## config.mk

```make
export PLATFORM = sky130hd
export DESIGN_NAME = reg_file
export DESIGN_NICKNAME = d
export VERILOG_FILES = /design/src/verilog/cpu_pkg.sv /design/src/verilog/reg_file.sv
export SDC_FILE = /design/constraint.sdc
export NUM_CORES = 2
export LEC_CHECK = 0
export BUFFER_PORTS_ARGS = -buffer_cell sky130_fd_sc_hd__buf_2
export CAP_MARGIN = 40
export CELL_PAD_IN_SITES_DETAIL_PLACEMENT = 0
export CELL_PAD_IN_SITES_GLOBAL_PLACEMENT = 1
export CORE_ASPECT_RATIO = 1.5
export CORE_UTILIZATION = 30
export DETAILED_ROUTE_END_ITERATION = 8
export PLACE_DENSITY_LB_ADDON = 0.08
export SLEW_MARGIN = 20
export SYNTH_ARGS = -nofsm -noshare
export SYNTH_HDL_FRONTEND = slang
export SYNTH_SLANG_ARGS = --single-unit
```

## constraint.sdc

```tcl
create_clock -name clock -period 3.05 [get_ports clock]
set_input_delay 0.4575 -clock clock [delete_from_list [all_inputs] [get_ports clock]]
set_output_delay 0.4575 -clock clock [all_outputs]
set_load 0.05 [all_outputs]
```

## src/verilog/cpu_pkg.sv

```systemverilog
`default_nettype none

package cpu_pkg;

  typedef logic [31:0] word_t;
  typedef logic [4:0]  reg_addr_t;

  // major opcode, bits 30:25
  typedef enum logic [5:0] {
    op_basic = 6'b100000,
    op_movi  = 6'b100010,
    op_addi  = 6'b101000,
    op_xori  = 6'b101011,
    op_ori   = 6'b101100
  } opcode_t;

  // basic group sub-opcode, bits 4:0
  typedef enum logic [4:0] {
    sub_add   = 5'b00000,
    sub_sub   = 5'b00001,
    sub_and   = 5'b00010,
    sub_xor   = 5'b00011,
    sub_or    = 5'b00100,
    sub_slli  = 5'b01000,
    sub_srli  = 5'b01001,
    sub_rotri = 5'b01011
  } sub_op_t;

  typedef enum logic [1:0] {
    st_stop  = 2'b00,
    st_fetch = 2'b01,
    st_exe   = 2'b10,
    st_write = 2'b11
  } ctrl_state_t;

  typedef enum logic [1:0] {
    imm5_ze  = 2'b00,
    imm15_se = 2'b01,
    imm15_ze = 2'b10,
    imm20_se = 2'b11
  } imm_sel_t;

  typedef enum logic {
    wb_alu = 1'b0,
    wb_imm = 1'b1
  } wb_sel_t;

  typedef enum logic {
    opnd_reg = 1'b0,
    opnd_imm = 1'b1
  } opnd_sel_t;

  // one instruction word, three field layouts
  typedef union packed {
    struct packed {
      logic       spare;
      opcode_t    opcode;
      reg_addr_t  rt;
      reg_addr_t  ra;
      reg_addr_t  rb;
      logic [4:0] rsvd;
      sub_op_t    sub;
    } basic;
    struct packed {
      logic        spare;
      opcode_t     opcode;
      reg_addr_t   rt;
      reg_addr_t   ra;
      logic [14:0] imm15;
    } imm;
    struct packed {
      logic        spare;
      opcode_t     opcode;
      reg_addr_t   rt;
      logic [19:0] imm20;
    } mov;
  } instr_u;

endpackage

`default_nettype wire

```

## src/verilog/reg_file.sv

```systemverilog
`timescale 1ns/1ps
`default_nettype none

module reg_file (
  input  logic               clock,
  input  logic               reset,
  input  logic               rd_en,
  input  cpu_pkg::reg_addr_t ra_addr,
  input  cpu_pkg::reg_addr_t rb_addr,
  input  logic               wr_en,
  input  cpu_pkg::reg_addr_t wr_addr,
  input  cpu_pkg::word_t     wr_data,
  output cpu_pkg::word_t     ra_data,
  output cpu_pkg::word_t     rb_data
);

  import cpu_pkg::*;

  word_t regs [0:31];

  always_ff @(posedge clock) begin
    if (reset) begin
      for (int i = 0; i < 32; i++) begin
        regs[i] <= '0;
      end
    end else if (wr_en) begin
      regs[wr_addr] <= wr_data;
    end
  end

  // reads and writes never share a cycle in this core
  always_ff @(posedge clock) begin
    if (rd_en) begin
      ra_data <= regs[ra_addr];
      rb_data <= regs[rb_addr];
    end
  end

endmodule

`default_nettype wire
```

==> results by group <==
Clocking
  • Clk root buf: clkbuf_16
  • Post_cts resized: 0
  • Clock-pin slew on the worst setup and hold paths: about 60 ps
  • Worst-Skew Late Latency: 760 ps
  • CTS tree: yes
  • Sink Count: about 1100
  • CTS Buf Count: ~120
  • H-tree levels: 3
  • CTS Hold Bufs: 0
  • Setup repair bufs after CTS: 0
  • Clock Path Buffers: 3

Power
  • PD cells: between 500 and 600 nW/um^2
  • Maximum VDD drop: between 400 and 500 uV
  • Leak pwr: approximately 0.026 uW
  • Power, Total: 36700 uW

Worst setup path
  • Setup CP Type: reg2out
  • Cell family with most CP delay: flip-flops
  • Crit-path cells: buf_2
  • Crit path capture type: output pin
  • CP max-delay cell: edfxtp_1
  • Worst-path maximum fanout: 1
  • CP peak stage delay: roughly 510 ps
  • Worst path arrival time: between 1500 and 2000 ps
  • Number of buffers and inverters on the critical path: 1
  • CP required: approximately 2600 ps
  • Worst setup SP type: flip-flop

STA
  • Least-Margin Pin Slew: 926 ps
  • Setup Viol. Count Final: 0
  • Fmax: ~500 MHz
  • Relative slew margins: between 30% and 40%
  • Min cycle time layout: 2040 ps
  • Final Cycle Share: around two thirds
  • Fin. Hold Viols: 0
  • Clock skew: about 27 ps
  • Final Max Slew Viols: 0
  • Setup TNS Final: 0 ps
  • RSZ-0062 raised after global routing: false

Global routing
  • Vias in the first global route: ~40000
  • Gr usage total: roughly a quarter
  • Largest net degree at the start of global routing: 58
  • Initial antenna violation count: 26
  • Global-route wire length before repair: 327 mm
  • Gr ovfl total: 0

Place
  • Port Buffers: 114
  • Area after DPL: approximately 63000 sq um
  • Final HPWL DP: between 100 and 150 mm
  • GP Congestion: 0.777

Floorplan
  • Core Area: between 150000 and 200000 sq um
  • Initial Utilization: slightly above 30%
  • Die Ht: 542 microns
  • Die ar.: about 200000 sq um
  • Die width: between 300 and 400 microns
  • # rows: between 150 and 200
  • Ports: approximately 120

Layout
  • Fillers: roughly 19000
  • Layout Utilization: 34.4%
  • Layout net count: about 4800
  • Layout cell share with drive strength beyond 1: about 13%
  • Final instance area: 66700 sq um
  • Area Overhead vs Synth: 14.1%

Logic synthesis
  • Synth Register Bits: 1088
  • Most numerous cell in the Yosys netlist: edfxtp_1
  • YS warnings: 0
  • Syn Area/Cell: about 12 sq um
  • Top cells by area, synth: edfxtp_1 56%, mux2i_1 18%, and2_1 11%
  • Synth Net Count: between 4000 and 5000
  • Primary FF master, synth: edfxtp_1
  • Post-synthesis sequential area ratio: 55.9%
  • Syn Std Cell Area: ~58000 sq um
  • Cell taking the most area after synthesis: edfxtp_1
  • Synth top area share: 55.9%
  • Cells after synthesis: between 4000 and 5000
  • Post-synth EDFFs: 1088
  • Async SR Flop Fraction: 0%
  • Synth cell count leaders: 1088 x edfxtp_1, 1026 x and2_1, 1024 x mux2i_1
  • Synth cell types: 31

Drt
  • DR WL/cell: approximately 32 microns
  • Wire length on met2: 118 mm
  • Final ANT Viol Nets: 0
  • WL met3: about 9 mm
  • Detailed Route Iter0 Violations: about 3000
  • Post-route met1 wirelength: between 100 and 150 mm
  • Uppermost layer routed: met4
  • Wirelength, routed: 239 mm
  • Vias: about 39000
  • 1st-pass router iterations: 5
  • Via/cell ratio: 5.19
  • Post-route DRC violation count: 0

Flow run
  • # Max-Cap Violations: 0

Worst hold path
  • Type of the most critical hold path: in2reg

Status
  • Status: complete, no violations
cell usage in the layout, fill, tap and decap left out, drive strengths merged, types with 128 or more instances in the layout:
cell type / n
a22o: 128
and2: 1026
buf: 389
nand2: 196
clkbuf: 149
a21oi: 192
a22oi: 192
edfxtp: 1088
nand3: 194
mux2i: 1024
worst reg2reg max path, delay by kind of cell (launching register included):
family	cells	cell delay, ps
AND/OR/NAND/NOR	2	830
flip-flops	1	350
AO/OA/AOI/OAI	2	300
buffers and inverters	1	250
multiplexers	1	90
layer usage:
| layer | vias to the layer above | track usage [%] |
|---|---|---|
| met3 | 240 | 2.27 |
| met4 | 0 | 6.18 |
| met1 | 20300 | 31.9 |
| met2 | 942 | 41.4 |
| li1 | 17400 | - |
| met5 | - | 0 |
logic make-up (layout without fill, tap and decap cells):
kind of cell           after synthesis  in the layout  share of synthesized area [%]
multiplexers                      1024           1024                           17.5
buffers and inverters              448            603                           4.19
AO/OA/AOI/OAI                      576            576                           6.72
flip-flops                        1088           1088                           55.9
AND/OR/NAND/NOR                   1568           1568                           15.6
other                                0             23                              0
layout make-up:
type                            count  area, sq um  share of cell area, %
Sequential cell                  1088        32700                   49.0
Multi-Input combinational cell   3168        23500                   35.2
Timing Repair Buffer              389         3560                   5.34
Tap cell                         2600         3250                   4.88
Clock buffer                      149         3130                   4.70
Clock inverter                     65          504                  0.756
Antenna cell                       23         57.6                 0.0863
metrics by stage:
step	hold WS (ps)	setup slack [ps]	instances
final	262	1010	7482
after global routing	221	956	7460
after CTS	206	942	7459
after detailed placement	694	340	7245
after global placement	683	339	7245
after floorplan	570	937	4704
flip-flops by register name, indices dropped and copies added (netlist names):
| name | count |
|---|---|
| ra_data | 32 |
| rb_data | 32 |
| regs | 1024 |
where the power goes:
part / internal, uW / switching (uW)
logic: 1520 / 3200
clock network: 7860 / 6350
registers: 17300 / 457
total: 26700 / 10000
final timing paths:
check / startpoint / end / slack, ps / cells after the start
worst max register to register: regs[2][16] / ra_data[16] / 1090 / 6
worst max-delay path: rb_data[1] / rb_data[1] / 1010 / 1
worst min-delay path: rd_en / rb_data[19] / 260 / 1
worst min register to register: regs[25][18] / rb_data[18] / 720 / 4
No activity file was read; power rests on OpenSTA's default activity.
