<file path="src/verilog/cpu_pkg.sv">
`default_nettype none

package cpu_pkg;

  typedef logic [31:0] word_t;
  typedef logic [4:0]  reg_addr_t;

  // major opcode, bits 30:25
  typedef enum logic [5:0] {
    op_basic = 6'b100000,
    op_movi  = 6'b100010,
    op_addi  = 6'b101000,
    op_xori  = 6'b101011,
    op_ori   = 6'b101100
  } opcode_t;

  // basic group sub-opcode, bits 4:0
  typedef enum logic [4:0] {
    sub_add   = 5'b00000,
    sub_sub   = 5'b00001,
    sub_and   = 5'b00010,
    sub_xor   = 5'b00011,
    sub_or    = 5'b00100,
    sub_slli  = 5'b01000,
    sub_srli  = 5'b01001,
    sub_rotri = 5'b01011
  } sub_op_t;

  typedef enum logic [1:0] {
    st_stop  = 2'b00,
    st_fetch = 2'b01,
    st_exe   = 2'b10,
    st_write = 2'b11
  } ctrl_state_t;

  typedef enum logic [1:0] {
    imm5_ze  = 2'b00,
    imm15_se = 2'b01,
    imm15_ze = 2'b10,
    imm20_se = 2'b11
  } imm_sel_t;

  typedef enum logic {
    wb_alu = 1'b0,
    wb_imm = 1'b1
  } wb_sel_t;

  typedef enum logic {
    opnd_reg = 1'b0,
    opnd_imm = 1'b1
  } opnd_sel_t;

  // one instruction word, three field layouts
  typedef union packed {
    struct packed {
      logic       spare;
      opcode_t    opcode;
      reg_addr_t  rt;
      reg_addr_t  ra;
      reg_addr_t  rb;
      logic [4:0] rsvd;
      sub_op_t    sub;
    } basic;
    struct packed {
      logic        spare;
      opcode_t     opcode;
      reg_addr_t   rt;
      reg_addr_t   ra;
      logic [14:0] imm15;
    } imm;
    struct packed {
      logic        spare;
      opcode_t     opcode;
      reg_addr_t   rt;
      logic [19:0] imm20;
    } mov;
  } instr_u;

endpackage

`default_nettype wire

</file>
<file path="src/verilog/ir_controller.sv">
`timescale 1ns/1ps
`default_nettype none

module ir_controller #(
  parameter int mem_size = 10
) (
  input  logic                clock,
  input  logic                reset,
  input  logic                run,
  input  cpu_pkg::word_t      instr_word,
  output logic [mem_size-1:0] pc,
  output logic                im_read,
  output logic                rd_en,
  output cpu_pkg::reg_addr_t  ra_addr,
  output cpu_pkg::reg_addr_t  rb_addr,
  output logic                alu_en,
  output cpu_pkg::opcode_t    opcode,
  output cpu_pkg::sub_op_t    sub_op,
  output logic [4:0]          imm5,
  output logic [14:0]         imm15,
  output logic [19:0]         imm20,
  output cpu_pkg::imm_sel_t   imm_sel,
  output cpu_pkg::opnd_sel_t  opnd_sel,
  output cpu_pkg::wb_sel_t    wb_sel,
  output logic                wr_en,
  output cpu_pkg::reg_addr_t  wr_addr
);

  import cpu_pkg::*;

  ctrl_state_t state;
  ctrl_state_t state_next;
  instr_u      fetch_u;
  instr_u      ir_q;
  logic        is_nop;

  always_ff @(posedge clock) begin
    if (reset) begin
      state <= st_stop;
    end else begin
      state <= state_next;
    end
  end

  // an instruction, once started, always runs to the end of st_write
  always_comb begin
    case (state)
      st_stop:  state_next = run ? st_fetch : st_stop;
      st_fetch: state_next = st_exe;
      st_exe:   state_next = st_write;
      default:  state_next = st_stop;
    endcase
  end

  // memory word is valid during st_fetch
  assign fetch_u = instr_word;

  always_ff @(posedge clock) begin
    if (state == st_fetch) begin
      ir_q <= instr_word;
    end
  end

  always_ff @(posedge clock) begin
    if (reset) begin
      pc <= '0;
    end else if (state == st_write) begin
      pc <= pc + 1'b1;
    end
  end

  // register reads use the word straight from memory
  assign ra_addr = fetch_u.basic.ra;
  assign rb_addr = fetch_u.basic.rb;

  assign opcode  = ir_q.basic.opcode;
  assign sub_op  = ir_q.basic.sub;
  assign imm5    = ir_q.basic.rb;
  assign imm15   = ir_q.imm.imm15;
  assign imm20   = ir_q.mov.imm20;
  assign wr_addr = ir_q.mov.rt;

  // srli r0, r0, 0
  assign is_nop = (ir_q.basic.opcode == op_basic) && (ir_q.basic.sub == sub_srli) &&
                  (ir_q.basic.rt == '0) && (ir_q.basic.ra == '0) && (ir_q.basic.rb == '0);

  assign im_read = (state == st_stop) && run;
  assign rd_en   = (state == st_fetch);
  assign alu_en  = (state == st_exe);
  assign wr_en   = (state == st_write) && !is_nop;

  always_comb begin
    imm_sel  = imm5_ze;
    opnd_sel = opnd_reg;
    wb_sel   = wb_alu;
    case (ir_q.basic.opcode)
      op_basic: begin
        if (ir_q.basic.sub inside {sub_srli, sub_slli, sub_rotri}) begin
          opnd_sel = opnd_imm;
        end
      end
      op_addi: begin
        imm_sel  = imm15_se;
        opnd_sel = opnd_imm;
      end
      op_ori, op_xori: begin
        imm_sel  = imm15_ze;
        opnd_sel = opnd_imm;
      end
      op_movi: begin
        imm_sel  = imm20_se;
        opnd_sel = opnd_imm;
        wb_sel   = wb_imm;
      end
      default: begin
        imm_sel = imm5_ze;
      end
    endcase
  end

endmodule

`default_nettype wire

</file>
<file path="config.mk">
export PLATFORM = sky130hd
export DESIGN_NAME = ir_controller
export DESIGN_NICKNAME = d
export VERILOG_FILES = /design/src/verilog/cpu_pkg.sv /design/src/verilog/ir_controller.sv
export SDC_FILE = /design/constraint.sdc
export NUM_CORES = 1
export LEC_CHECK = 0
export BUFFER_PORTS_ARGS = -buffer_cell sky130_fd_sc_hd__buf_4
export CAP_MARGIN = 20
export CORE_ASPECT_RATIO = 1.25
export CORE_UTILIZATION = 46
export DETAILED_ROUTE_END_ITERATION = 10
export PLACE_DENSITY = 0.92
export SLEW_MARGIN = 20
export SYNTH_ARGS = -nofsm -noshare
export SYNTH_HDL_FRONTEND = slang
export SYNTH_SLANG_ARGS = --single-unit
</file>
<file path="constraint.sdc">
create_clock -name clock -period 3.86 [get_ports clock]
set_clock_uncertainty 0.1 [all_clocks]
set_input_delay 0.386 -clock clock [delete_from_list [all_inputs] [get_ports clock]]
set_output_delay 0.386 -clock clock [all_outputs]
set_load 0.02 [all_outputs]
</file>
==> results.cfg <==
[run_status]
status = complete, no violations

[clocking]
clock_latency_ns = 0.29
cts_sinks = 43
cts_tree = yes
htree_levels = 2
ctsHoldBuffers = 0
path_clk_slew_ns = 0.08
cts_setup_buffers = 0
cts-root-buf = clkbuf_8
clockBufferDepth = 2
cts_inserted_buffers = 5
postCtsResizedCells = 0

[power]
seqPwrFrac_pct = 47.7
power_frac_comb_pct = 24.4
clockPowerShare_pct = 27.9
p_sw_uw = 352
intPower_uw = 873
p_sw_share_pct = 28.7
p_per_area_nw_per_um2 = 452
peakVddDrop_mv = 0.285
p_leak_uw = 0.00116

[critical_path]
start_kind = flop
required_ns = 3.37
cp-end-kind = output pin
worst-path-max-fanout = 5
path_class = flop to output pin
arrival_ns = 2.07

[yosys]
synthCells = 148
yosysSeqAreaShare_pct = 61.2
syn_avg_cell_area_um2 = 12.9
synth_nets = 188
synth_seq_cells = 43
synth_edf_count = 31
mappedNetlistArea_um2 = 1910
yosysWarnings = 0
async_reset_ff_share_pct = 0
synthDistinctLibCells = 34
synth_ff_type = edfxtp_1

[sta]
hold_viol_final = 0
fin_ws_ns = 1.31
drv_slew = 0
rsz0062_at_grt = false
setup_viol = 0
fin_crit_ns = 2.55
fin_tns_setup_ns = 0
min_period_over_period_pct = 66.2
fmax_mhz = 391
max_slew_margin_pct = 34.3
worstMarginPinSlew_ns = 0.985

[place]
gp_congestion = 0.690
dpl.hpwl_mm = 3.48
port_buffers = 117
place_ws_ns = 1.62

[global_routing]
antenna_found_initial = 0
grt_max_degree = 23
track_usage_pct = 19.7
globalRouteOverflowTotal = 0
first_global_vias = 1331
grt_pass1_wl_mm = 6.27

[die]
pin_count = 119
core.rowCount = 25
start_util_pct = 49.4
die-area_um2 = 4430
die-width_um = 59.7
dieHeight_um = 74.1
coreArea_um2 = 3880

[final_layout]
final_util_pct = 69.8
antenna_cells = 0
syn_to_final_growth_pct = 41.5
drive_gt1_share_pct = 54.9
nets = 276
fillCellCount = 321

[route]
wire_per_inst_um = 15.0
via_count = 1448
wirelength_mm = 4.36
viasPerCell = 4.98
drc = 0
postRouteAntennaNets = 0
first_iter_violations = 29
dr.pass1.iters = 4

[min_path]
min_path_type = primary input to flop

[run]
maxCapViolations = 0
==> sequential cells by signal, indices dropped and copies added, names as in the netlist <==
signal	flops
state	2
pc	10
ir_q	31
==> per-stage QoR <==
stage                     hold WS, ns  power, uW  area, um^2  instances
after floorplan                 0.355        779        1910        148
after global placement          0.365        885        2600        283
after detailed placement        0.388        896        2600        283
after CTS                       0.153       1240        2710        291
after global routing            0.146       1270        2710        291
final                           0.161       1230        2710        291
==> worst paths after layout <==
kind             startpoint  endpoint  slack [ns]  cells after the start
max reg2reg        state[1]  ir_q[28]        1.87                      3
max                ir_q[25]     wr_en        1.31                      4
min reg2reg           pc[8]     pc[8]        0.40                      2
min          instr_word[24]  ir_q[24]        0.16                      1
==> layout by cell type (no fill, tap or decap), types with 2 or more instances in the layout <==
master,netlist,final
a21oi_1,6,6
nand2b_1,2,2
nor4_1,3,3
edfxtp_1,31,31
nand4_1,4,4
or4_1,4,4
buf_4,35,118
nor3_1,2,2
nor4b_1,2,2
o31ai_1,4,4
mux2i_1,2,2
clkbuf_8,0,5
dfxtp_1,12,12
xor2_1,3,3
ha_1,5,5
nand2_1,3,3
inv_1,4,4
xnor2_1,2,2
nor2_1,8,8
==> metal layers <==
| metal | vias up | global-route usage, % | routed length (um) |
|---|---|---|---|
| li1 | 677 | - | - |
| met1 | 688 | 19.0 | 1450 |
| met2 | 76 | 37.3 | 2400 |
| met3 | 7 | 6.78 | 432 |
| met4 | 0 | 8.01 | 81 |
| met5 | - | 0 | 0 |
==> worst max-delay path, cell delays in order, from the launching register on <==
cell	delay, ns
edfxtp_1	0.46
or4b_4	0.58
or2_1	0.26
o31a_1	0.31
buf_4	0.16
==> synth_stat cells (3+ instances only) <==
cell       n  area, um^2
nor2_1     8        30.0
o31ai_1    4        30.0
ha_1       5        62.6
buf_4     35         263
nor4_1     3        18.8
inv_1      4        15.0
nand2_1    3        11.3
dfxtp_1   12         240
a21oi_1    6        30.0
nand4_1    4        25.0
or4_1      4        30.0
xor2_1     3        26.3
edfxtp_1  31         931
==> cell type report <==
type / instances / area (um^2) / share of cell area (%)
Multi-Input combinational cell: 64 / 457 / 16.9
Clock buffer: 5 / 68.8 / 2.54
Timing Repair Buffer: 118 / 886 / 32.7
Tap cell: 54 / 67.6 / 2.49
Sequential cell: 43 / 1170 / 43.2
Inverter: 4 / 15.0 / 0.554
Clock inverter: 3 / 43.8 / 1.62
==> kinds of logic after synthesis <==
logic type	count (synthesis)	share of synthesized area [%]
AND/OR/NAND/NOR	39	13.1
buffers and inverters	41	15.0
adder cells (fa/ha/maj)	5	3.27
multiplexers	2	1.05
XOR/XNOR	5	2.29
flip-flops	43	61.2
AO/OA/AOI/OAI	13	4.18
==> power by group through the flow <==
| stage | sequential, uW | combinational (uW) | clock (uW) |
|---|---|---|---|
| 6_report | 584 | 299 | 342 |
| 5_1_grt | 590 | 316 | 369 |
| 4_1_cts | 585 | 303 | 352 |
| 3_5_place_dp | 595 | 301 | 0 |
| 3_3_place_gp | 591 | 295 | 0 |
| 2_1_floorplan | 632 | 147 | 0 |
No activity file was read; power rests on OpenSTA's default activity.
